--- src/xv_pkg.sv ---
// all words 16 bits; register numbers 11..15 are unused and read back as 0
package xv_pkg;

typedef logic [15:0] word_t;        // vram word, register value, palette entry
typedef logic [15:0] vaddr_t;       // vram word address
typedef logic [3:0]  nibble_mask_t; // bit n enables nibble n
typedef logic [7:0]  color_idx_t;   // palette index
typedef logic [3:0]  intr_t;        // bit 0 vsync, bits 3..1 host raised

// palette entry bits 11..0
typedef struct packed {
    logic [3:0] red;
    logic [3:0] green;
    logic [3:0] blue;
} rgb_t;

typedef enum logic [3:0] {
    R_STATUS      = 4'h0,   // [15] busy, [3:0] intr status
    R_INTR_MASK   = 4'h1,
    R_INTR_CLEAR  = 4'h2,   // 1s clear status bits
    R_INTR_SIGNAL = 4'h3,   // 1s raise sources
    R_WR_ADDR     = 4'h4,
    R_WR_MASK     = 4'h5,
    R_DATA        = 4'h6,   // masked vram write then wr addr + 1
    R_RD_ADDR     = 4'h7,   // queues a vram read
    R_RD_DATA     = 4'h8,   // last read result
    R_PAL_ADDR    = 4'h9,
    R_PAL_DATA    = 4'hA    // palette write then pal addr + 1
} reg_num_e;

// host request toward vram
typedef struct packed {
    logic         wr;       // 1 write, 0 read
    vaddr_t       addr;
    word_t        data;
    nibble_mask_t mask;
} vram_req_t;

typedef struct packed {
    logic       en;
    color_idx_t addr;
    word_t      data;
} pal_wr_t;

typedef struct packed {
    logic hsync;
    logic vsync;
    logic de;               // display enable
} vid_sync_t;

typedef enum logic [1:0] {
    IDLE,                   // no fetch
    FETCH,                  // vram select this cycle
    HOLD                    // fetched word on the data bus
} vid_state_e;

endpackage

--- src/intr_ctrl.sv ---
// source 0 is the vsync strobe; a clear wins over a raise of the same bit in one cycle
`default_nettype none
`timescale 1ns/1ns

module intr_ctrl import xv_pkg::*; (
    input  wire logic  clk,
    input  wire logic  reset_i,
    input  wire intr_t mask_i,          // 1 enables a source
    input  wire intr_t clear_i,
    input  wire intr_t signal_i,
    input  wire logic  vsync_intr_i,
    output intr_t      status_o,
    output logic       bus_intr_o
);

intr_t raised;

assign raised = signal_i | {3'b000, vsync_intr_i};

always_ff @(posedge clk) begin
    if (reset_i) begin
        status_o   <= '0;
        bus_intr_o <= 1'b0;
    end else begin
        bus_intr_o <= |(raised & mask_i & ~status_o);  // new enabled source only
        status_o   <= (status_o | raised) & ~clear_i;
    end
end

endmodule
`default_nettype wire

--- config.mk ---
export PLATFORM = sky130hd
export DESIGN_NAME = intr_ctrl
export DESIGN_NICKNAME = d
export VERILOG_FILES = /design/src/xv_pkg.sv /design/src/intr_ctrl.sv
export SDC_FILE = /design/constraint.sdc
export NUM_CORES = 1
export LEC_CHECK = 0
export ABC_CLOCK_PERIOD_IN_PS = 2160
export BUFFER_PORTS_ARGS = -buffer_cell sky130_fd_sc_hd__buf_2
export CORE_AREA = 2 2 39 41
export DETAILED_ROUTE_END_ITERATION = 10
export DIE_AREA = 0 0 41 43
export PLACE_DENSITY_LB_ADDON = 0.15
export SETUP_SLACK_MARGIN = 0.3
export SLEW_MARGIN = 20
export SYNTH_ARGS = -nofsm -noshare
export SYNTH_HDL_FRONTEND = slang
export SYNTH_SLANG_ARGS = --single-unit
--- constraint.sdc ---
create_clock -name clk -period 2.16 [get_ports clk]
set_input_delay 0.216 -clock clk [delete_from_list [all_inputs] [get_ports clk]]
set_output_delay 0.216 -clock clk [all_outputs]
set_load 0.005 [all_outputs]
==> metrics.txt <==
clock-pin slew on the worst setup and hold paths 0.04 ns; GPL Wtd Cong 0.585; Synth Net Count 34; Crit path largest cell delay 0.34 ns; root buffer cell clkbuf_4; Worst-Margin Slew 0.155 ns; sequential fraction of the synthesis area 49.1%; Comb power frac 14.1%; Worst Hold Class input port to register; cts hold-fix bufs 0; Storage cell area 100 µm²; Worst Path Buf+Inv 1; slowest cell on the critical path dfxtp_1; TritonCTS Buffers 3; ANT nets after route 0; Pwr Density 707 nW/µm²; number of port buffers 19; max_cap viols 0; post-route minimum period 0.917 ns; CP required 1.94 ns; number of diodes 0; Internal 188 µW; layout cells sized above 1 59.5%; Final TNS setup 0 ns; Tcrit/Tclk final 42.5%; wire length of the first global-routing pass 752 µm; register share of total power 41.3%; Syn Inst Count 19; hold path depth 2; cell depth of the worst flop-to-flop path 3; clock sink total 5; Distinct cells, synth 8; IO Count 20; CTS tree done; Longest Clk Path Bufs 2; Crit Path Class register to primary output; Initial Util 14.7%; WHS 0.130 ns; post-cts sizing count 0; Peak Freq 1090 MHz; nets 58; wire per inst 9.19 µm; Pre-Repair DR Iteration Count 1; r2r setup slk 1.42 ns; Net Switching 56.0 µW; Overflow after GRT 0; Final Hold Fails 0; IR drop worst, VDD 185 µV; Rel. slew slack 89.6%; #FFs+latches synth 5; number of global-route vias before repair 206; Worst-Skew Late Latency 0.24 ns; worst path arrival time 0.70 ns; Core Util, Final 25.0%; # DRC 0; routed via count 224; CTS H-tree lvls 1; Die Span Y 43 µm; area of the multi-input gates 100 µm²; static leakage 0.000171 µW; run status finished, final reports clean; worst hold endpoint status_o[2]; drt total wl 533 µm; final-report max-slew violation count 0; average footprint of a synthesized cell 10.7 µm²; DR vias/cell 3.86; Final Skew 0.000623 ns; endpoint class of the critical path primary output; GRT Util Overall 7.24%; Core Region 1380 µm²; CP cell instances buf_2; Worst Path Max Fanout 3; clock network power share 44.6%; Die ar. 1760 µm²; FP Rows 14; synth warn 0; Crit path max-delay family flip-flops; DR iter-0 viols 0; filler cell count 155; initial antenna violation count 0; FF-to-FF End bus_intr_o; Final setup viols 0; area delta synth->final 69.3%; pin count of the biggest net entering global routing 6; RSZ-0062 raised after global routing no; R2R Path Start status_o[0]; synthesized area 204 µm²; Sw Ratio 22.9%; min-delay src clear_i[2]; postcts setup bufs 0; Die W 41 µm; Worst setup SP type register
-- cell families after synthesis --
| group | share of synthesized area [%] |
|---|---|
| AO/OA/AOI/OAI | 14.1 |
| buffers and inverters | 1.84 |
| AND/OR/NAND/NOR | 35.0 |
| flip-flops | 49.1 |
-- cell usage in the layout (no fill, tap or decap) --
cell type / synthesis / routed
dfxtp_1: 5 / 5
nor3_1: 5 / 5
clkbuf_1: 0 / 1
o211ai_2: 1 / 1
nand3b_1: 2 / 2
buf_2: 0 / 19
clkinv_1: 1 / 1
clkbuf_4: 0 / 3
nor2_1: 3 / 3
a41oi_2: 1 / 1
nand3b_4: 1 / 1
-- cell type report --
type	count	area share, %
clock buffers	4	7.61
inverters	1	1.09
multi-input cells	13	29.0
flip-flops and latches	5	29.0
well taps	16	5.80
repair buffers	19	27.5
-- synthesized netlist by cell type, drive strengths merged --
cell    number  area share (%)
nand3b       3              17
clkinv       1             1.8
nor3         5              12
a41oi        1             8.0
nor2         3             5.5
o211ai       1             6.1
dfxtp        5              49
-- state kept, by name (all words and copies together), names as in the netlist --
register	count
bus_intr_o	1
status_o	4
-- per-stage QoR --
stage / setup slack, ns / total power, µW / instance area [µm²] / cells
4_1_cts: 1.23 / 253 / 345 / 58
3_3_place_gp: 1.43 / 137 / 319 / 54
3_5_place_dp: 1.41 / 138 / 319 / 54
5_1_grt: 1.20 / 261 / 345 / 58
6_report: 1.24 / 244 / 345 / 58
2_1_floorplan: 1.42 / 115 / 204 / 19
-- routing by layer --
metal	share of wire (%)	track usage [%]	routed length, µm	vias up
met5	0	0	0	-
met4	0	10.0	0	0
met3	14	3.14	77	0
met2	50	10.0	266	12
met1	35	6.13	188	97
li1	-	-	-	115
-- worst max-delay path by stage --
stage            startpoint  depth (start not counted)  slack [ns]          end
6_report        status_o[0]                          1        1.24  status_o[0]
5_1_grt         status_o[1]                          1        1.20  status_o[1]
4_1_cts         status_o[0]                          1        1.23  status_o[0]
3_5_place_dp   vsync_intr_i                          3        1.41   bus_intr_o
3_3_place_gp   vsync_intr_i                          3        1.43   bus_intr_o
2_1_floorplan   status_o[0]                          3        1.42   bus_intr_o
-- power groups by stage --
stage | clock network, µW | logic [µW] | registers [µW]
after floorplan | 0 | 11.8 | 103
after global placement | 0 | 34.6 | 102
after detailed placement | 0 | 35.4 | 102
after CTS | 117 | 35.5 | 101
after global routing | 122 | 37.9 | 101
final | 109 | 34.5 | 101
(Power assumes the default switching activity.)
