<file path="src/xv_pkg.sv">
// all words 16 bits; register numbers 11..15 are unused and read back as 0
package xv_pkg;

typedef logic [15:0] word_t;        // vram word, register value, palette entry
typedef logic [15:0] vaddr_t;       // vram word address
typedef logic [3:0]  nibble_mask_t; // bit n enables nibble n
typedef logic [7:0]  color_idx_t;   // palette index
typedef logic [3:0]  intr_t;        // bit 0 vsync, bits 3..1 host raised

// palette entry bits 11..0
typedef struct packed {
    logic [3:0] red;
    logic [3:0] green;
    logic [3:0] blue;
} rgb_t;

typedef enum logic [3:0] {
    R_STATUS      = 4'h0,   // [15] busy, [3:0] intr status
    R_INTR_MASK   = 4'h1,
    R_INTR_CLEAR  = 4'h2,   // 1s clear status bits
    R_INTR_SIGNAL = 4'h3,   // 1s raise sources
    R_WR_ADDR     = 4'h4,
    R_WR_MASK     = 4'h5,
    R_DATA        = 4'h6,   // masked vram write then wr addr + 1
    R_RD_ADDR     = 4'h7,   // queues a vram read
    R_RD_DATA     = 4'h8,   // last read result
    R_PAL_ADDR    = 4'h9,
    R_PAL_DATA    = 4'hA    // palette write then pal addr + 1
} reg_num_e;

// host request toward vram
typedef struct packed {
    logic         wr;       // 1 write, 0 read
    vaddr_t       addr;
    word_t        data;
    nibble_mask_t mask;
} vram_req_t;

typedef struct packed {
    logic       en;
    color_idx_t addr;
    word_t      data;
} pal_wr_t;

typedef struct packed {
    logic hsync;
    logic vsync;
    logic de;               // display enable
} vid_sync_t;

typedef enum logic [1:0] {
    IDLE,                   // no fetch
    FETCH,                  // vram select this cycle
    HOLD                    // fetched word on the data bus
} vid_state_e;

endpackage

</file>
<file path="src/bus_regs.sv">
// one vram access in flight; host polls busy first or a new R_DATA / R_RD_ADDR write is dropped
`default_nettype none
`timescale 1ns/1ns

module bus_regs import xv_pkg::*; (
    input  wire logic       clk,
    input  wire logic       reset_i,
    input  wire logic       bus_cs_n_i,         // strobe, active low
    input  wire logic       bus_rd_nwr_i,       // 1 read, 0 write
    input  wire reg_num_e   bus_reg_num_i,
    input  wire logic       bus_bytesel_i,      // 0 upper byte, 1 lower byte
    input  wire logic [7:0] bus_data_i,
    output logic      [7:0] bus_data_o,
    output vram_req_t       vram_req_o,
    output logic            vram_req_valid_o,
    input  wire logic       vram_ready_i,
    input  wire word_t      vram_rd_data_i,
    input  wire logic       vram_rd_done_i,
    output pal_wr_t         pal_wr_o,
    output intr_t           intr_mask_o,
    output intr_t           intr_clear_o,
    output intr_t           intr_signal_o,
    input  wire intr_t      intr_status_i
);

logic [7:0]   hi_byte;          // even byte waiting for its partner
word_t        wr_word;
logic         wr_commit;        // odd byte write
logic         rd_strobe;
logic         busy;
logic         rd_pending;       // read transferred, data not back yet
vaddr_t       wr_addr;
nibble_mask_t wr_mask;
word_t        rd_data;
color_idx_t   pal_addr;
word_t        reg_word;         // register picked for read-back

assign wr_word   = {hi_byte, bus_data_i};
assign wr_commit = !bus_cs_n_i && !bus_rd_nwr_i && bus_bytesel_i;
assign rd_strobe = !bus_cs_n_i && bus_rd_nwr_i;

always_ff @(posedge clk) begin
    if (!bus_cs_n_i && !bus_rd_nwr_i && !bus_bytesel_i) begin
        hi_byte <= bus_data_i;
    end
end

always_ff @(posedge clk) begin
    if (reset_i) begin
        busy             <= 1'b0;
        rd_pending       <= 1'b0;
        vram_req_valid_o <= 1'b0;
        wr_addr          <= '0;
        wr_mask          <= 4'hF;       // all nibbles
        pal_addr         <= '0;
        pal_wr_o         <= '0;
        intr_mask_o      <= '0;
        intr_clear_o     <= '0;
        intr_signal_o    <= '0;
    end else begin
        intr_clear_o  <= '0;            // strobes last one cycle
        intr_signal_o <= '0;
        pal_wr_o.en   <= 1'b0;
        if (vram_req_valid_o && vram_ready_i) begin
            vram_req_valid_o <= 1'b0;
            rd_pending       <= !vram_req_o.wr;
            busy             <= !vram_req_o.wr;  // writes done at transfer
        end
        if (rd_pending && vram_rd_done_i) begin
            rd_data    <= vram_rd_data_i;
            rd_pending <= 1'b0;
            busy       <= 1'b0;
        end
        if (wr_commit) begin
            case (bus_reg_num_i)
                R_INTR_MASK:   intr_mask_o   <= wr_word[3:0];
                R_INTR_CLEAR:  intr_clear_o  <= wr_word[3:0];
                R_INTR_SIGNAL: intr_signal_o <= wr_word[3:0];
                R_WR_ADDR:     wr_addr       <= wr_word;
                R_WR_MASK:     wr_mask       <= wr_word[3:0];
                R_PAL_ADDR:    pal_addr      <= wr_word[7:0];
                R_DATA: begin
                    if (!busy) begin
                        vram_req_o       <= '{wr: 1'b1, addr: wr_addr,
                                              data: wr_word, mask: wr_mask};
                        vram_req_valid_o <= 1'b1;
                        busy             <= 1'b1;
                        wr_addr          <= wr_addr + 1'b1;
                    end
                end
                R_RD_ADDR: begin
                    if (!busy) begin
                        vram_req_o       <= '{wr: 1'b0, addr: wr_word,
                                              data: '0, mask: '0};
                        vram_req_valid_o <= 1'b1;
                        busy             <= 1'b1;
                    end
                end
                R_PAL_DATA: begin
                    pal_wr_o <= '{en: 1'b1, addr: pal_addr, data: wr_word};
                    pal_addr <= pal_addr + 1'b1;
                end
                default: ;
            endcase
        end
    end
end

// read-back mux
always_comb begin
    case (bus_reg_num_i)
        R_STATUS:    reg_word = {busy, 11'b0, intr_status_i};
        R_INTR_MASK: reg_word = {12'b0, intr_mask_o};
        R_WR_ADDR:   reg_word = wr_addr;
        R_WR_MASK:   reg_word = {12'b0, wr_mask};
        R_RD_DATA:   reg_word = rd_data;
        R_PAL_ADDR:  reg_word = {8'b0, pal_addr};
        default:     reg_word = '0;      // write only or unused
    endcase
end

always_ff @(posedge clk) begin
    if (rd_strobe) begin
        bus_data_o <= bus_bytesel_i ? reg_word[7:0] : reg_word[15:8];
    end
end

endmodule
`default_nettype wire

</file>
<file path="config.mk">
export PLATFORM = sky130hd
export DESIGN_NAME = bus_regs
export DESIGN_NICKNAME = d
export VERILOG_FILES = /design/src/xv_pkg.sv /design/src/bus_regs.sv
export SDC_FILE = /design/constraint.sdc
export NUM_CORES = 1
export LEC_CHECK = 0
export BUFFER_PORTS_ARGS = -buffer_cell sky130_fd_sc_hd__buf_2
export CORE_MARGIN = 4
export CORE_UTILIZATION = 40
export DETAILED_ROUTE_END_ITERATION = 12
export SYNTH_ARGS = -nofsm -noshare
export SYNTH_HDL_FRONTEND = slang
export SYNTH_SLANG_ARGS = --single-unit
</file>
<file path="constraint.sdc">
create_clock -name clk -period 2.84 [get_ports clk]
set_input_delay 0.568 -clock clk [delete_from_list [all_inputs] [get_ports clk]]
set_output_delay 0.568 -clock clk [all_outputs]
set_load 0.01 [all_outputs]
</file>
==> results of run 1 <==
-- power breakdown --
part / internal, uW / total, uW / switching [uW]
Sequential: 2090 / 2110 / 15.7
Combinational: 82.3 / 218 / 135
Clock: 1240 / 2060 / 822
Total: 3410 / 4390 / 973
-- through the flow --
step / util, % / power (uW) / setup slack [ns] / instance area, um2
after global placement: 46.7 / 2360 / 0.531 / 6890
after global routing: 50.5 / 4540 / 0.629 / 7450
after floorplan: - / 2280 / 0.409 / 6120
final: 50.5 / 4390 / 0.769 / 7450
after CTS: 50.5 / 4420 / 0.784 / 7450
after detailed placement: 46.7 / 2370 / 0.447 / 6890
-- logic make-up (layout without fill, tap and decap cells) --
family,count (synthesis),count (layout)
AND/OR/NAND/NOR,233,233
flip-flops,137,137
AO/OA/AOI/OAI,134,134
buffers and inverters,52,184
multiplexers,29,29
adder cells (fa/ha/maj),2,2
XOR/XNOR,1,1
-- Yosys cell counts, drive strengths merged (5+ instances only) --
library cell,count,area [um2]
nand2,79,297
edfxtp,69,2070
dfxtp,68,1360
a21oi,52,264
and2,37,231
clkbuf,31,156
nor2,31,116
o21ai,31,155
nand3,21,110
a31oi,19,119
mux2i,17,170
buf,13,101
mux2,12,135
or4,9,67.6
inv,8,30.0
nand4,7,50.1
and3,6,37.5
nand2b,6,37.5
nor3,6,30.0
nor4,5,31.3
-- routing by layer --
metal  part of all wire [%]  up-vias  GRT usage, %
met5                      0        -             0
met3                    7.5       15          6.30
met2                     49      198          31.2
met1                     42     2418          23.3
li1                       -     2394             -
met4                    1.3        0          6.01
-- sequential cells by signal, summed over array words and instances, names as in the netlist, 8 cells and up --
name        flops
vram_req_o     37
wr_addr        16
rd_data        16
hi_byte         8
pal_wr_o       25
bus_data_o      8
pal_addr        8
-- final timing paths --
path | from | endpoint | slack, ns
worst min register to register | pal_wr_o[12] | pal_wr_o[12] | 0.45
worst max-delay path | wr_addr[0] | wr_addr[12] | 0.77
worst min-delay path | vram_rd_data_i[11] | rd_data[11] | 0.32
worst max register to register | wr_addr[0] | wr_addr[12] | 0.77
-- area by class of cell --
class	count	area (um2)	area share, %
Sequential cell	137	3430	46.1
Timing Repair Buffer	144	791	10.6
Tap cell	184	230	3.09
Multi-Input combinational cell	399	2410	32.3
Clock inverter	12	101	1.36
Clock buffer	20	457	6.13
Inverter	8	30.0	0.403
-- critical path, delay by kind of cell (launching register included) --
| kind | cells | cell delay (ns) |
|---|---|---|
| AO/OA/AOI/OAI | 1 | 0.18 |
| AND/OR/NAND/NOR | 3 | 1.10 |
| adder cells (fa/ha/maj) | 1 | 0.25 |
| flip-flops | 1 | 0.47 |
==> results.sh, run 1 <==
export IMPL_synth_cells=588
export IMPL_hold_path_depth=1
export IMPL_cts_setup_buffers=0
export IMPL_drt_initial_drc_count=386
export IMPL_dp_hpwl_um=11600
export IMPL_required_ns=3.18
export IMPL_cts_tree="done"
export IMPL_htreeDepth=4
export IMPL_routed_wl_um=16400
export IMPL_syn_area_per_cell_um2=10.4
export IMPL_start_util_pct=41.5
export IMPL_drv_slew=0
export IMPL_ctsHoldBuffers=0
export IMPL_ioPinCount=122
export IMPL_synth_edf_count=69
export IMPL_setup_tns_ns=0
export IMPL_fin_crit_sh_pct=72.9
export IMPL_clk_latency_ns=0.42
export IMPL_ys_seq_area_share_pct=56.1
export IMPL_antenna_diode_count=0
export IMPL_cts_sinks=137
export IMPL_outcome="finished clean"
export IMPL_nets=748
export IMPL_synth_xor_area_share_pct=0.143
export IMPL_hp_class="primary input to flip-flop"
export IMPL_tightest_slew_ns=1.20
export IMPL_reg2reg_depth=5
export IMPL_cts_buffers=17
export IMPL_overflow=0
export IMPL_grt_pass1_vias=4786
export IMPL_synth_top_family_by_area="simple AND/OR/NAND/NOR gates"
export IMPL_synth_ff_type="edfxtp_1"
export IMPL_dieArea_um2=17400
export IMPL_fmax_mhz=483
export IMPL_skew_ns=0.00598
export IMPL_routedWlPerCell_um=18.2
export IMPL_layout_common_cells="buf_2, nand2_1, edfxtp_1"
export IMPL_grt_pass1_wl_um=25700
export IMPL_place_port_buffers=121
export IMPL_area_delta_synth_final_pct=21.7
export IMPL_instances_no_fill=904
export IMPL_slew_headroom_pct=19.5
export IMPL_cpPeakStageDelay_ns=0.48
export IMPL_grt_max_degree=38
export IMPL_core_um2=14800
export IMPL_crit_path_start_kind="flip-flop"
export IMPL_routed_via_density=5.56
export IMPL_worst_path_max_delay_cell="or4_1"
export IMPL_cellLeakagePower_uw=0.00287
export IMPL_ys_types=63
export IMPL_cp_cell_sequence="ha_1, nand3_1, or4_1, or4_1, a31oi_1"
export IMPL_critPathArrivalTime_ns=2.42
export IMPL_gp_congestion=0.859
export IMPL_synth_fa_ha_area_share_pct=0.409
export IMPL_syn_nets=629
export IMPL_dr_total_vias=5025
export IMPL_drv_cap=0
export IMPL_cts_resized=0
export IMPL_nFillCells=1346
export IMPL_synth_compound_area_share_pct=13.3
export IMPL_final_common_cell="buf_2"
export IMPL_drive_gt1_share_pct=26.1
export IMPL_numPlacedInstances=872
export IMPL_final_hold_violation_count=0
export IMPL_hold_ws_ns=0.318
export IMPL_cts_buffer_depth=2
export IMPL_synthArstFlopShare_pct=0
export IMPL_yosysWarnings=0
export IMPL_antenna_found_initial=0
export IMPL_finalSetupViolCount=0
export IMPL_netlist_area_um2=6120
export IMPL_die_w_um=132
export IMPL_postRouteAntennaNets=0
export IMPL_synthSimpleGateAreaFrac_pct=20.4
export IMPL_clk_pin_slew_ns=0.06
export IMPL_cp_end_kind="flip-flop"
export IMPL_cp_max_fo=8
export IMPL_ys_ff_latch=137
export IMPL_crit_path_frequent_cell="or4_1"
export IMPL_path_class="flip-flop to flip-flop"
export IMPL_p_per_area_nw_per_um2=589
export IMPL_max_vdd_ir_drop_uv=361
export IMPL_rsz0062_at_grt="no"
export IMPL_cts_root_buffer="clkbuf_16"
export IMPL_die_y_um=132
export IMPL_globalRouteTotalUtil_pct=18.8
export IMPL_num_rows=44
export IMPL_drc=0
export IMPL_synthMuxAreaShare_pct=4.98
export IMPL_period_needed_ns=2.07
export IMPL_drt_pass1_iterations=5
Note: power is estimated with default switching activity, not from simulation.
==> run 2: changes to the inputs <==
--- a/config.mk
+++ b/config.mk
@@ -5,6 +5,7 @@
 export SDC_FILE = /design/constraint.sdc
 export NUM_CORES = 1
 export LEC_CHECK = 0
+export ABC_AREA = 1
 export BUFFER_PORTS_ARGS = -buffer_cell sky130_fd_sc_hd__buf_2
 export CORE_MARGIN = 4
 export CORE_UTILIZATION = 40
==> constraint.sdc (replaced) <==
create_clock -name clk -period 1.8 [get_ports clk]
set_input_delay 0.36 -clock clk [delete_from_list [all_inputs] [get_ports clk]]
set_output_delay 0.36 -clock clk [all_outputs]
set_load 0.01 [all_outputs]
==> run 2 against run 1 <==
  * Core utilization up 0.92 points
  * Clock-buffer cell count up 1
  * Register-to-register slack worse by 0.63 ns
  * Synthesized cell count up 16%
  * Critical endpoint is now wr_addr[10]
  * Routed wire length up 0.35%
  * Worst setup slack worse by 0.63 ns
  * Sequential share of layout area about the same
==> results.sh, run 2 <==
export IMPL_outcome="finished clean"
export IMPL_drt_pass1_iterations=5
export IMPL_syn_area_per_cell_um2=8.64
export IMPL_finalSetupViolCount=0
export IMPL_synth_edf_count=69
export IMPL_routed_via_density=5.05
export IMPL_grt_pass1_wl_um=25400
export IMPL_antenna_diode_count=0
export IMPL_crit_path_start_kind="flip-flop"
export IMPL_core_um2=14500
export IMPL_dieArea_um2=16800
export IMPL_tightest_slew_ns=0.455
export IMPL_drt_initial_drc_count=428
export IMPL_yosysTopAreaCellShare_pct=35.1
export IMPL_die_w_um=129
export IMPL_synthArstFlopShare_pct=0
export IMPL_numPlacedInstances=984
export IMPL_largest_register_ffs=37
export IMPL_cp_max_fo=4
export IMPL_fin_crit_sh_pct=92.0
export IMPL_postRouteAntennaNets=0
export IMPL_syn_nets=724
export IMPL_grt_max_degree=49
export IMPL_cts_tree="done"
export IMPL_cts_setup_buffers=0
export IMPL_cellLeakagePower_uw=0.00302
export IMPL_cts_sinks=137
export IMPL_synth_common_cells="nand2_1, o21ai_0, nor2_1, edfxtp_1, dfxtp_1"
export IMPL_setup_tns_ns=0
export IMPL_overflow=0
export IMPL_place_port_buffers=121
export IMPL_period_needed_ns=1.66
export IMPL_critPathArrivalTime_ns=1.95
export IMPL_htreeDepth=4
export IMPL_dp_hpwl_um=12200
export IMPL_cts_buffers=17
export IMPL_yosysWarnings=0
export IMPL_hp_class="primary input to flip-flop"
export IMPL_reg_top3="vram_req_o x37, pal_wr_o x25"
export IMPL_drc=0
export IMPL_ctsHoldBuffers=0
export IMPL_dr_total_vias=5135
export IMPL_clk_latency_ns=0.42
export IMPL_synth_cells=683
export IMPL_finalPower_uw=7370
export IMPL_ys_seq_area_share_pct=58.2
export IMPL_p_per_area_nw_per_um2=990
export IMPL_area_delta_synth_final_pct=26.2
export IMPL_drv_cap=0
export IMPL_clk_pin_slew_ns=0.06
export IMPL_cts_resized=0
export IMPL_skew_ns=0.00833
export IMPL_cp_end_kind="flip-flop"
export IMPL_routed_wl_um=16500
export IMPL_ys_types=27
export IMPL_final_hold_violation_count=0
export IMPL_die_y_um=129
export IMPL_instances_no_fill=1016
export IMPL_cts_root_buffer="clkbuf_16"
export IMPL_synth_ff_type="edfxtp_1"
export IMPL_netlist_area_um2=5900
export IMPL_routedWlPerCell_um=16.2
export IMPL_antenna_found_initial=0
export IMPL_yosysTopAreaCell="edfxtp_1"
export IMPL_drive_gt1_share_pct=23.3
export IMPL_ys_ff_latch=137
export IMPL_globalRouteTotalUtil_pct=19.8
export IMPL_num_rows=44
export IMPL_max_vdd_ir_drop_uv=608
export IMPL_drv_slew=0
export IMPL_fmax_mhz=604
export IMPL_nets=860
export IMPL_path_class="flip-flop to flip-flop"
export IMPL_grt_pass1_vias=4804
export IMPL_slew_headroom_pct=69.5
export IMPL_yosysMostFrequentCell="nand2_1"
export IMPL_cts_buffer_depth=2
export IMPL_gp_congestion=0.896
export IMPL_synth_area_leaders="edfxtp_1, dfxtp_1, nand2_1"
export IMPL_final_common_cell="nand2_1"
export IMPL_required_ns=2.10
export IMPL_start_util_pct=40.8
export IMPL_top_register="vram_req_o"
export IMPL_ioPinCount=122
export IMPL_rsz0062_at_grt="no"
export IMPL_layout_common_cells="nand2_1, buf_2, o21ai_0"
==> run 2: metrics by stage <==
stage | setup WS [ns] | instance area (um2) | utilization [%] | hold slack (ns)
6_report | 0.143 | 7450 | 51.4 | 0.112
5_1_grt | 0.0136 | 7450 | 51.4 | 0.0951
4_1_cts | 0.173 | 7450 | 51.4 | 0.0977
3_5_place_dp | 0.0398 | 6810 | 47.0 | 0.459
3_3_place_gp | 0.0332 | 6810 | 47.0 | 0.455
2_1_floorplan | 0.0571 | 5910 | - | 0.441
==> run 2: kinds of logic (layout without fill, tap and decap cells) <==
family	after synthesis	after routing	synth area share, %
AOI/OAI and AO/OA	163	163	14.2
xor gates and xnor gates	4	4	0.594
adders and majority gates	2	2	0.424
buffers and inverters	91	240	6.47
DFF	137	137	58.2
and+or+nand+nor	286	286	20.2
==> run 2: worst paths after layout <==
| kind | from | to | slack, ns | cells past startpoint |
|---|---|---|---|---|
| setup / recovery | wr_addr[0] | wr_addr[10] | 0.14 | 8 |
| hold / removal | vram_rd_data_i[0] | rd_data[0] | 0.11 | 1 |
| setup reg to reg | wr_addr[0] | wr_addr[10] | 0.14 | 8 |
| hold reg to reg | rd_pending | rd_pending | 0.47 | 2 |
==> run 2: worst max-delay path, cell delays in order, from the launching register on <==
cell	delay, ns
dfxtp_1	0.37
ha_1	0.21
nand2_1	0.08
nor2_1	0.32
nand2_1	0.17
o21ai_0	0.18
nand3_1	0.08
nand2_1	0.07
a21oi_1	0.05
==> run 2: power breakdown <==
group | switching, uW | internal (uW)
clock network | 1360 | 2360
registers | 22.6 | 3300
logic | 217 | 110
total | 1600 | 5770
==> run 2: routing by layer <==
layer	GRT usage [%]	vias to the layer above	part of all wire, %	wire length [um]
li1	-	2548	-	-
met1	26.0	2381	44	7310
met2	32.0	183	47	7780
met3	5.15	23	6.7	1110
met4	7.03	0	1.8	301
met5	0	-	0	0
==> run 2: cell type report <==
cell class / count / area (um2)
clock buffer: 21 / 482
clock inverter: 11 / 155
fill: 1363 / 7030
inverter: 66 / 254
multi-input combinational: 455 / 2090
sequential: 137 / 3430
tap: 184 / 230
timing repair buffer: 142 / 801
