--- src/xv_pkg.sv ---
// all words 16 bits; register numbers 11..15 are unused and read back as 0
package xv_pkg;

typedef logic [15:0] word_t;        // vram word, register value, palette entry
typedef logic [15:0] vaddr_t;       // vram word address
typedef logic [3:0]  nibble_mask_t; // bit n enables nibble n
typedef logic [7:0]  color_idx_t;   // palette index
typedef logic [3:0]  intr_t;        // bit 0 vsync, bits 3..1 host raised

// palette entry bits 11..0
typedef struct packed {
    logic [3:0] red;
    logic [3:0] green;
    logic [3:0] blue;
} rgb_t;

typedef enum logic [3:0] {
    R_STATUS      = 4'h0,   // [15] busy, [3:0] intr status
    R_INTR_MASK   = 4'h1,
    R_INTR_CLEAR  = 4'h2,   // 1s clear status bits
    R_INTR_SIGNAL = 4'h3,   // 1s raise sources
    R_WR_ADDR     = 4'h4,
    R_WR_MASK     = 4'h5,
    R_DATA        = 4'h6,   // masked vram write then wr addr + 1
    R_RD_ADDR     = 4'h7,   // queues a vram read
    R_RD_DATA     = 4'h8,   // last read result
    R_PAL_ADDR    = 4'h9,
    R_PAL_DATA    = 4'hA    // palette write then pal addr + 1
} reg_num_e;

// host request toward vram
typedef struct packed {
    logic         wr;       // 1 write, 0 read
    vaddr_t       addr;
    word_t        data;
    nibble_mask_t mask;
} vram_req_t;

typedef struct packed {
    logic       en;
    color_idx_t addr;
    word_t      data;
} pal_wr_t;

typedef struct packed {
    logic hsync;
    logic vsync;
    logic de;               // display enable
} vid_sync_t;

typedef enum logic [1:0] {
    IDLE,                   // no fetch
    FETCH,                  // vram select this cycle
    HOLD                    // fetched word on the data bus
} vid_state_e;

endpackage

--- src/video_gen.sv ---
// syncs active high, H_VISIBLE even; index and syncs lag the counters by 3 cycles
`default_nettype none
`timescale 1ns/1ns

module video_gen import xv_pkg::*; #(
    parameter int H_VISIBLE = 640,
    parameter int H_FRONT   = 16,
    parameter int H_SYNC    = 96,
    parameter int H_BACK    = 48,
    parameter int V_VISIBLE = 480,
    parameter int V_FRONT   = 10,
    parameter int V_SYNC    = 2,
    parameter int V_BACK    = 33
) (
    input  wire logic  clk,
    input  wire logic  reset_i,
    output logic       vid_sel_o,
    output vaddr_t     vid_addr_o,
    input  wire word_t vid_data_i,
    output color_idx_t color_idx_o,
    output vid_sync_t  sync_o,
    output logic       vsync_intr_o     // first vsync cycle on sync_o
);

localparam int H_TOTAL = H_VISIBLE + H_FRONT + H_SYNC + H_BACK;
localparam int V_TOTAL = V_VISIBLE + V_FRONT + V_SYNC + V_BACK;
localparam int HW      = $clog2(H_TOTAL);
localparam int VW      = $clog2(V_TOTAL);

localparam logic [HW-1:0] HS_ON  = HW'(H_VISIBLE + H_FRONT);
localparam logic [HW-1:0] HS_OFF = HW'(H_VISIBLE + H_FRONT + H_SYNC);
localparam logic [VW-1:0] VS_ON  = VW'(V_VISIBLE + V_FRONT);
localparam logic [VW-1:0] VS_OFF = VW'(V_VISIBLE + V_FRONT + V_SYNC);

logic [HW-1:0] h_count;
logic [VW-1:0] v_count;
logic          h_last;
logic          visible;
vaddr_t        line_addr;       // word at x = 0 of this line
vid_state_e    state;
vid_state_e    state_next;
vid_sync_t     sync_now;        // straight from counters
vid_sync_t     sync_d1;
vid_sync_t     sync_d2;
color_idx_t    lo_byte;         // odd pixel of fetched word

assign h_last  = h_count == HW'(H_TOTAL - 1);
assign visible = (h_count < HW'(H_VISIBLE)) && (v_count < VW'(V_VISIBLE));

assign sync_now.hsync = (h_count >= HS_ON) && (h_count < HS_OFF);
assign sync_now.vsync = (v_count >= VS_ON) && (v_count < VS_OFF);
assign sync_now.de    = visible;

// fetch on even visible pixel, data back next cycle
always_comb begin
    if (visible && !h_count[0]) begin
        state_next = FETCH;
    end else if (state == FETCH) begin
        state_next = HOLD;
    end else begin
        state_next = IDLE;
    end
end

assign vid_sel_o = state == FETCH;

always_ff @(posedge clk) begin
    if (reset_i) begin
        h_count      <= '0;
        v_count      <= '0;
        line_addr    <= '0;
        state        <= IDLE;
        sync_d1      <= '0;
        sync_d2      <= '0;
        sync_o       <= '0;
        color_idx_o  <= '0;
        vsync_intr_o <= 1'b0;
    end else begin
        state   <= state_next;
        h_count <= h_last ? '0 : h_count + 1'b1;
        if (h_last) begin
            if (v_count == VW'(V_TOTAL - 1)) begin
                v_count   <= '0;
                line_addr <= '0;            // new frame
            end else begin
                v_count <= v_count + 1'b1;
                if (v_count < VW'(V_VISIBLE)) begin
                    line_addr <= line_addr + vaddr_t'(H_VISIBLE / 2);
                end
            end
        end
        sync_d1      <= sync_now;
        sync_d2      <= sync_d1;
        sync_o       <= sync_d2;
        vsync_intr_o <= sync_d2.vsync && !sync_o.vsync;
        color_idx_o  <= (state == HOLD) ? vid_data_i[15:8] : lo_byte;  // upper byte first
    end
end

// fetch address and odd pixel byte
always_ff @(posedge clk) begin
    vid_addr_o <= line_addr + vaddr_t'(h_count >> 1);
    if (state == HOLD) begin
        lo_byte <= vid_data_i[7:0];
    end
end

endmodule
`default_nettype wire

--- config.mk ---
export PLATFORM = sky130hd
export DESIGN_NAME = video_gen
export DESIGN_NICKNAME = d
export VERILOG_FILES = /design/src/xv_pkg.sv /design/src/video_gen.sv
export SDC_FILE = /design/constraint.sdc
export NUM_CORES = 1
export LEC_CHECK = 0
export BUFFER_PORTS_ARGS = -buffer_cell sky130_fd_sc_hd__buf_4
export CELL_PAD_IN_SITES_DETAIL_PLACEMENT = 2
export CELL_PAD_IN_SITES_GLOBAL_PLACEMENT = 2
export CORE_AREA = 2 2 111 113
export DETAILED_ROUTE_END_ITERATION = 10
export DIE_AREA = 0 0 113 115
export PLACE_DENSITY = 0.69
export SLEW_MARGIN = 20
export SYNTH_ARGS = -nofsm -noshare
export SYNTH_HDL_FRONTEND = slang
export SYNTH_SLANG_ARGS = --single-unit
--- constraint.sdc ---
create_clock -name clk -period 6.7 [get_ports clk]
set_input_delay 1.34 -clock clk [delete_from_list [all_inputs] [get_ports clk]]
set_output_delay 1.34 -clock clk [all_outputs]
set_load 0.02 [all_outputs]
==> insert_results.sql, run 1 <==
INSERT INTO impl_metrics (metric_group, metric, value, unit) VALUES
('yosys', 'yosysWarningCount', '0', ''),
('timing', 'finalHoldViolations', '0', ''),
('outcome', 'violations', 'design-rule violations', ''),
('clock_network', 'cts-hold-fix-buffers', '0', ''),
('floorplanning', 'placementRows', '40', ''),
('clock_network', 'clockBufferDepth', '2', ''),
('place', 'buffer_ports.inserted', '46', ''),
('clock_network', 'cts_buf_count', '9', ''),
('place', 'gpl.final_weighted_congestion', '0.7863', ''),
('outcome', 'status', 'finished with violations', ''),
('floorplanning', 'die-area', '13000', 'µm²'),
('floorplanning', 'boundaryPins', '47', ''),
('place', 'detailed_place_hpwl', '5220', 'µm'),
('power', 'finalPower', '0.0009688', 'W'),
('final_layout', 'final_nets', '359', ''),
('detailed_routing', 'dr.pass1.iters', '7', ''),
('yosys', 'ys_dominant_reg_cell', 'sky130_fd_sc_hd__dfxtp_1', ''),
('worst_setup_path', 'cp.arrival', '2680', 'ps'),
('final_layout', 'multiInputGateArea', '1245', 'µm²'),
('floorplanning', 'chipWidth', '113', 'µm'),
('timing', 'rsz0062_at_grt', 'false', ''),
('timing', 'setup-violations-final', '0', ''),
('worst_setup_path', 'setup.worst_path.start_class', 'register', ''),
('global_route', 'first_global_vias', '2460', ''),
('detailed_routing', 'drtIter0Drc', '73', ''),
('timing', 'setup-tns-final', '0', 'ps'),
('timing', 'slew_violations', '0', ''),
('detailed_routing', 'vias', '2316', ''),
('floorplanning', 'floorplan.core_area', '11810', 'µm²'),
('timing', 'post-route-period-util', '35.98', '%'),
('worst_setup_path', 'setup.worst_path.class', 'reg2reg', ''),
('floorplanning', 'starting_density_of_the_core', '24.50', '%'),
('detailed_routing', 'routed_via_density', '4.785', ''),
('power', 'leakage', '1.376', 'nW'),
('job', 'cap_violations', '0', ''),
('global_route', 'grt_remaining_overflow', '0', ''),
('timing', 'max_clock_freq', '0.4148', 'GHz'),
('yosys', 'ffs_latches_synth', '74', ''),
('yosys', 'yosysSeqAreaShare', '53.96', '%'),
('final_layout', 'antenna_cells', '0', ''),
('yosys', 'post_synth_edffs', '8', ''),
('timing', 'slew_headroom', '48.41', '%'),
('timing', 'period_needed', '2411', 'ps'),
('floorplanning', 'height_of_the_die', '115', 'µm'),
('detailed_routing', 'drt-wirelength-per-cell', '15.52', 'µm'),
('clock_network', 'clock_tree_from_tritoncts', 'yes', ''),
('clock_network', 'clk_pin_slew_worst_paths', '60', 'ps'),
('detailed_routing', 'totalWireLength', '7512', 'µm'),
('yosys', 'synth_async_sr_flop_share', '0', '%'),
('clock_network', 'post-cts-setup-buffers', '0', ''),
('detailed_routing', 'ant_nets', '0', ''),
('yosys', 'post_synthesis_cell_area', '2894', 'µm²'),
('global_route', 'groute.usage.overall', '12.07', '%'),
('global_route', 'grt_start_max_net_pins', '34', ''),
('clock_network', 'clk_latency', '340', 'ps'),
('worst_setup_path', 'crit_path_end_kind', 'register', ''),
('global_route', 'wire_length_of_the_first_global_routing_pass', '12280', 'µm'),
('yosys', 'synth_cells', '292', ''),
('final_layout', 'finalInstanceArea', '3661', 'µm²'),
('clock_network', 'number_of_gates_resized_after_cts', '0', ''),
('detailed_routing', 'drc_errors', '3', ''),
('clock_network', 'cts.root.buffer_cell', 'sky130_fd_sc_hd__clkbuf_16', ''),
('power', 'vdd_ir_drop_max', '145.0', 'µV'),
('timing', 'worst_slew_pin_slew', '769.7', 'ps'),
('hold_path', 'min_path_type', 'reg2reg', ''),
('clock_network', 'cts.htree.levels', '3', ''),
('final_layout', 'syn_to_layout_area_delta', '26.50', '%'),
('timing', 'final.hold.worst_slack', '425.9', 'ps'),
('yosys', 'yosysUniqueCellTypes', '38', ''),
('yosys', 'synth.net_count', '319', ''),
('power', 'pwr_density_cell', '264.6', 'nW/µm²'),
('timing', 'clock_skew_after_layout', '5.358', 'ps'),
('final_layout', 'final-seq-area', '1562', 'µm²'),
('final_layout', 'layout-drive-gt1-share', '20.47', '%'),
('yosys', 'synth.avg_cell_area', '9.911', 'µm²'),
('global_route', 'initial_antenna_violation_count', '0', ''),
('place', 'postPlaceCellArea', '3362', 'µm²'),
('clock_network', 'clock-sinks', '74', ''),
('worst_setup_path', 'critical_path.max_fanout', '10', ''),
('final_layout', 'nFillCells', '1293', ''),
('worst_setup_path', 'crit_required', '6960', 'ps');
==> cells in the final DEF, fill, tap and decap left out, drive strengths merged, types with 2 or more instances in the layout <==
cell | Yosys | layout
a21oi | 27 | 27
and3 | 2 | 2
buf | 1 | 47
clkbuf | 17 | 10
clkinv | 1 | 2
clkinvlp | 0 | 3
dfxtp | 66 | 66
edfxtp | 8 | 8
ha | 9 | 9
inv | 5 | 6
nand2 | 26 | 26
nand2b | 3 | 3
nand3 | 12 | 12
nand4 | 11 | 11
nor2 | 10 | 10
nor2b | 8 | 8
nor3 | 10 | 10
nor3b | 6 | 6
nor4 | 3 | 3
o21ai | 8 | 8
o31ai | 8 | 8
or3 | 5 | 5
or4 | 13 | 13
or4b | 2 | 2
xnor2 | 7 | 7
xor2 | 14 | 14
==> final timing paths <==
check | startpoint | endpoint | slack, ps | depth (start not counted)
worst max-delay path | h_count[0] | v_count[6] | 4290 | 5
worst min-delay path | h_count[1] | vid_addr_o[0] | 430 | 0
worst max register to register | h_count[0] | v_count[6] | 4290 | 5
worst min register to register | h_count[1] | vid_addr_o[0] | 430 | 0
==> critical path: stages (launching register included) <==
cell	delay (ps)
sky130_fd_sc_hd__dfxtp_1	460
sky130_fd_sc_hd__ha_1	320
sky130_fd_sc_hd__and3_1	390
sky130_fd_sc_hd__nand3_1	400
sky130_fd_sc_hd__or4_1	610
sky130_fd_sc_hd__a21oi_1	160
==> cells by family (layout without fill, tap and decap cells) <==
family	after synthesis	in the layout	synth area share (%)
xor gates and xnor gates	21	21	6.356
adders and majority gates	9	9	3.891
and+or+nand+nor	118	118	23.69
AOI/OAI and AO/OA	46	46	8.950
DFF	74	74	53.96
buffers and inverters	24	69	3.156
==> where the power goes <==
group / internal, W / switching (W)
registers: 0.000455 / 0.00000450
logic: 0.0000151 / 0.0000172
clock network: 0.000289 / 0.000189
total: 0.000759 / 0.000210
==> flip-flops by register name (all words and copies together) (netlist names) <==
name / count
h_count: 10
sync_d2: 3
lo_byte: 8
line_addr: 10
sync_d1: 3
vid_addr_o: 16
color_idx_o: 8
v_count: 10
state: 2
sync_o: 3
vsync_intr_o: 1
==> routing by layer <==
layer / wire length, µm / share of wire, % / up-vias / global-route usage, %
met5: 0 / 0 / - / 0
met1: 3335 / 44 / 1160 / 14.59
met4: 192 / 2.6 / 0 / 7.073
met3: 172 / 2.3 / 13 / 2.003
met2: 3812 / 51 / 27 / 20.36
li1: - / - / 1116 / -
==> Yosys cell counts, drive strengths merged (5+ instances only) <==
cell type	number	area, µm²
ha	9	112.6
inv	5	18.77
edfxtp	8	240.2
o31ai	8	60.06
nor2	10	37.54
nor2b	8	50.05
a21oi	27	135.1
nand4	11	68.82
clkbuf	17	63.81
or3	5	31.28
dfxtp	66	1321
o21ai	8	40.04
or4	13	105.1
nand2	26	97.59
xnor2	7	61.31
nand3	12	60.06
nor3b	6	45.04
nor3	10	55.05
xor2	14	122.6
==> area by class of cell <==
class | count | area share, %
Clock buffer | 10 | 6.254
Clock inverter | 6 | 1.811
Inverter | 6 | 0.6152
Multi-Input combinational cell | 194 | 34.01
Sequential cell | 74 | 42.65
Tap cell | 147 | 5.024
Timing Repair Buffer | 47 | 9.638
==> stage by stage <==
step	instances	setup WS, ps	utilization (%)
after floorplan	292	4538	-
after global placement	468	4374	28.46
after detailed placement	468	4306	28.46
after CTS	484	4287	30.96
after global routing	484	4093	31.00
final	484	4289	31.00
(Power assumes the default switching activity.)
==> inputs of run 2 (changes only) <==
Clock period 6.7 ns to 2.3 ns, I/O delays scaled along.
==> insert_results.sql, run 2 (synthesized netlist as in run 1, its figures left out) <==
INSERT INTO impl_metrics (metric_group, metric, value, unit) VALUES
('detailed_routing', 'routed.top_layer', 'met4', ''),
('global_route', 'initial_antenna_violation_count', '0', ''),
('global_route', 'groute.usage.overall', '12.73', '%'),
('clock_network', 'post-cts-setup-buffers', '0', ''),
('timing', 'period_needed', '2125', 'ps'),
('floorplanning', 'height_of_the_die', '115', 'µm'),
('detailed_routing', 'dr.pass1.iters', '7', ''),
('place', 'buffer_ports.inserted', '46', ''),
('final_layout', 'max_flop_register', 'vid_addr_o', ''),
('final_layout', 'largest_reg_flops', '16', ''),
('worst_setup_path', 'crit_path_max_incr_delay', '590', 'ps'),
('final_layout', 'final_cell_mix', 'sky130_fd_sc_hd__dfxtp_1 (65), sky130_fd_sc_hd__buf_4 (64), sky130_fd_sc_hd__a21oi_1 (27)', ''),
('worst_setup_path', 'critical_path.cell_chain', 'or4b_4 -> or4_4 -> or4_1 -> a21oi_1', ''),
('timing', 'final.hold.worst_slack', '298.5', 'ps'),
('worst_setup_path', 'setup.worst_path.start_class', 'register', ''),
('floorplanning', 'starting_density_of_the_core', '24.50', '%'),
('timing', 'max_clock_freq', '0.4707', 'GHz'),
('floorplanning', 'placementRows', '40', ''),
('clock_network', 'cts-hold-fix-buffers', '0', ''),
('timing', 'setup-violations-final', '0', ''),
('hold_path', 'min_path_type', 'in2reg', ''),
('detailed_routing', 'drtIter0Drc', '91', ''),
('clock_network', 'clk_pin_slew_worst_paths', '60', 'ps'),
('timing', 'final_worst_path_setup_slack', '175.3', 'ps'),
('worst_setup_path', 'cp.arrival', '2390', 'ps'),
('clock_network', 'clockBufferDepth', '2', ''),
('timing', 'setup-tns-final', '0', 'ps'),
('timing', 'rsz0062_at_grt', 'false', ''),
('final_layout', 'layout-drive-gt1-share', '24.58', '%'),
('clock_network', 'cts.root.buffer_cell', 'sky130_fd_sc_hd__clkbuf_16', ''),
('worst_setup_path', 'crit_required', '2560', 'ps'),
('place', 'detailed_place_hpwl', '5493', 'µm'),
('floorplanning', 'floorplan.core_area', '11810', 'µm²'),
('detailed_routing', 'vias', '2384', ''),
('clock_network', 'clk_latency', '340', 'ps'),
('final_layout', 'most_common_library_cell_in_the_layout_ignoring_fill_and_taps', 'sky130_fd_sc_hd__dfxtp_1', ''),
('detailed_routing', 'wl_met3', '249', 'µm'),
('final_layout', 'final_nets', '376', ''),
('worst_setup_path', 'critical_path.max_fanout', '7', ''),
('detailed_routing', 'routed_via_density', '4.758', ''),
('timing', 'slew_headroom', '66.66', '%'),
('global_route', 'wire_length_of_the_first_global_routing_pass', '12940', 'µm'),
('place', 'worst_slack_placed', '75.01', 'ps'),
('worst_setup_path', 'setup.worst_path.class', 'reg2reg', ''),
('floorplanning', 'chipWidth', '113', 'µm'),
('timing', 'slew_violations', '0', ''),
('floorplanning', 'boundaryPins', '47', ''),
('place', 'gpl.final_weighted_congestion', '0.7583', ''),
('global_route', 'grt_remaining_overflow', '0', ''),
('detailed_routing', 'drt-wirelength-per-cell', '15.75', 'µm'),
('clock_network', 'clock-sinks', '74', ''),
('power', 'vdd_ir_drop_max', '300.9', 'µV'),
('global_route', 'grt_start_max_net_pins', '34', ''),
('clock_network', 'cts_buf_count', '9', ''),
('timing', 'finalHoldViolations', '0', ''),
('detailed_routing', 'wl_met2', '3955', 'µm'),
('timing', 'worst_slew_pin_slew', '497.0', 'ps'),
('final_layout', 'syn_to_layout_area_delta', '30.05', '%'),
('detailed_routing', 'ant_nets', '0', ''),
('global_route', 'first_global_vias', '2574', ''),
('floorplanning', 'die-area', '13000', 'µm²'),
('clock_network', 'number_of_gates_resized_after_cts', '0', ''),
('clock_network', 'clock_tree_from_tritoncts', 'yes', ''),
('final_layout', 'antenna_cells', '0', ''),
('timing', 'clock_skew_after_layout', '6.879', 'ps'),
('outcome', 'status', 'finished with violations', ''),
('worst_setup_path', 'crit_path_end_kind', 'register', ''),
('job', 'cap_violations', '0', ''),
('detailed_routing', 'totalWireLength', '7891', 'µm'),
('power', 'pwr_density_cell', '722.0', 'nW/µm²'),
('detailed_routing', 'drc_errors', '3', ''),
('detailed_routing', 'met1_length', '3550', 'µm'),
('outcome', 'violations', 'design-rule violations', ''),
('clock_network', 'cts.htree.levels', '3', ''),
('power', 'leakage', '1.465', 'nW'),
('worst_setup_path', 'slowest_library_cell_on_the_worst_path', 'sky130_fd_sc_hd__or4b_4', ''),
('timing', 'post-route-period-util', '92.38', '%');
==> run 2: cell types whose count changed in the layout (fill, tap and decap cells not counted), sizes merged <==
cell	before	now
buf	47	64
clkbuf	10	9
clkinv	2	6
clkinvlp	3	1
bufinv	1	0
==> run 2: layout make-up <==
class                           count  area, µm²
Sequential cell                    74       1563
Multi-Input combinational cell    194       1245
Inverter                            6      22.52
Clock inverter                      7      43.79
Tap cell                          147      183.9
Clock buffer                        9      225.2
Fill cell                        1312       8048
Timing Repair Buffer               64      480.5
==> run 2: power by group <==
group / internal, W / leakage, nW / total (W) / switching [W]
clock network: 0.000725 / 0.133 / 0.00128 / 0.000556
registers: 0.00132 / 0.608 / 0.00133 / 0.0000103
logic: 0.0000474 / 0.724 / 0.000101 / 0.0000537
==> run 2: through the flow <==
step / instances / cell area, µm² / utilization (%) / total power, W
CTS: 501 / 3759 / 31.82 / 0.002756
global placement: 485 / 3490 / 29.54 / 0.001462
finish: 501 / 3764 / 31.86 / 0.002717
floorplan: 292 / 2894 / - / 0.001405
global route: 501 / 3764 / 31.86 / 0.002829
detailed placement: 485 / 3490 / 29.54 / 0.001467
==> run 2: per-layer routing <==
metal	global-route usage [%]	up-vias
li1	-	1148
met1	15.35	1199
met5	0	-
met4	4.959	0
met2	21.64	27
met3	3.585	10
==> run 2: worst paths after layout <==
kind / from / endpoint / slack (ps) / depth (start not counted)
max: h_count[7] / line_addr[14] / 180 / 4
min: vid_data_i[5] / lo_byte[5] / 300 / 1
max reg2reg: h_count[7] / line_addr[14] / 180 / 4
min reg2reg: sync_o[1] / vsync_intr_o / 410 / 1
==> run 2: worst max-delay path: cells and delay by family (launching register included) <==
| kind | cells | cell delay, ps |
|---|---|---|
| simple gates | 3 | 1560 |
| compound gates | 1 | 180 |
| flops | 1 | 310 |
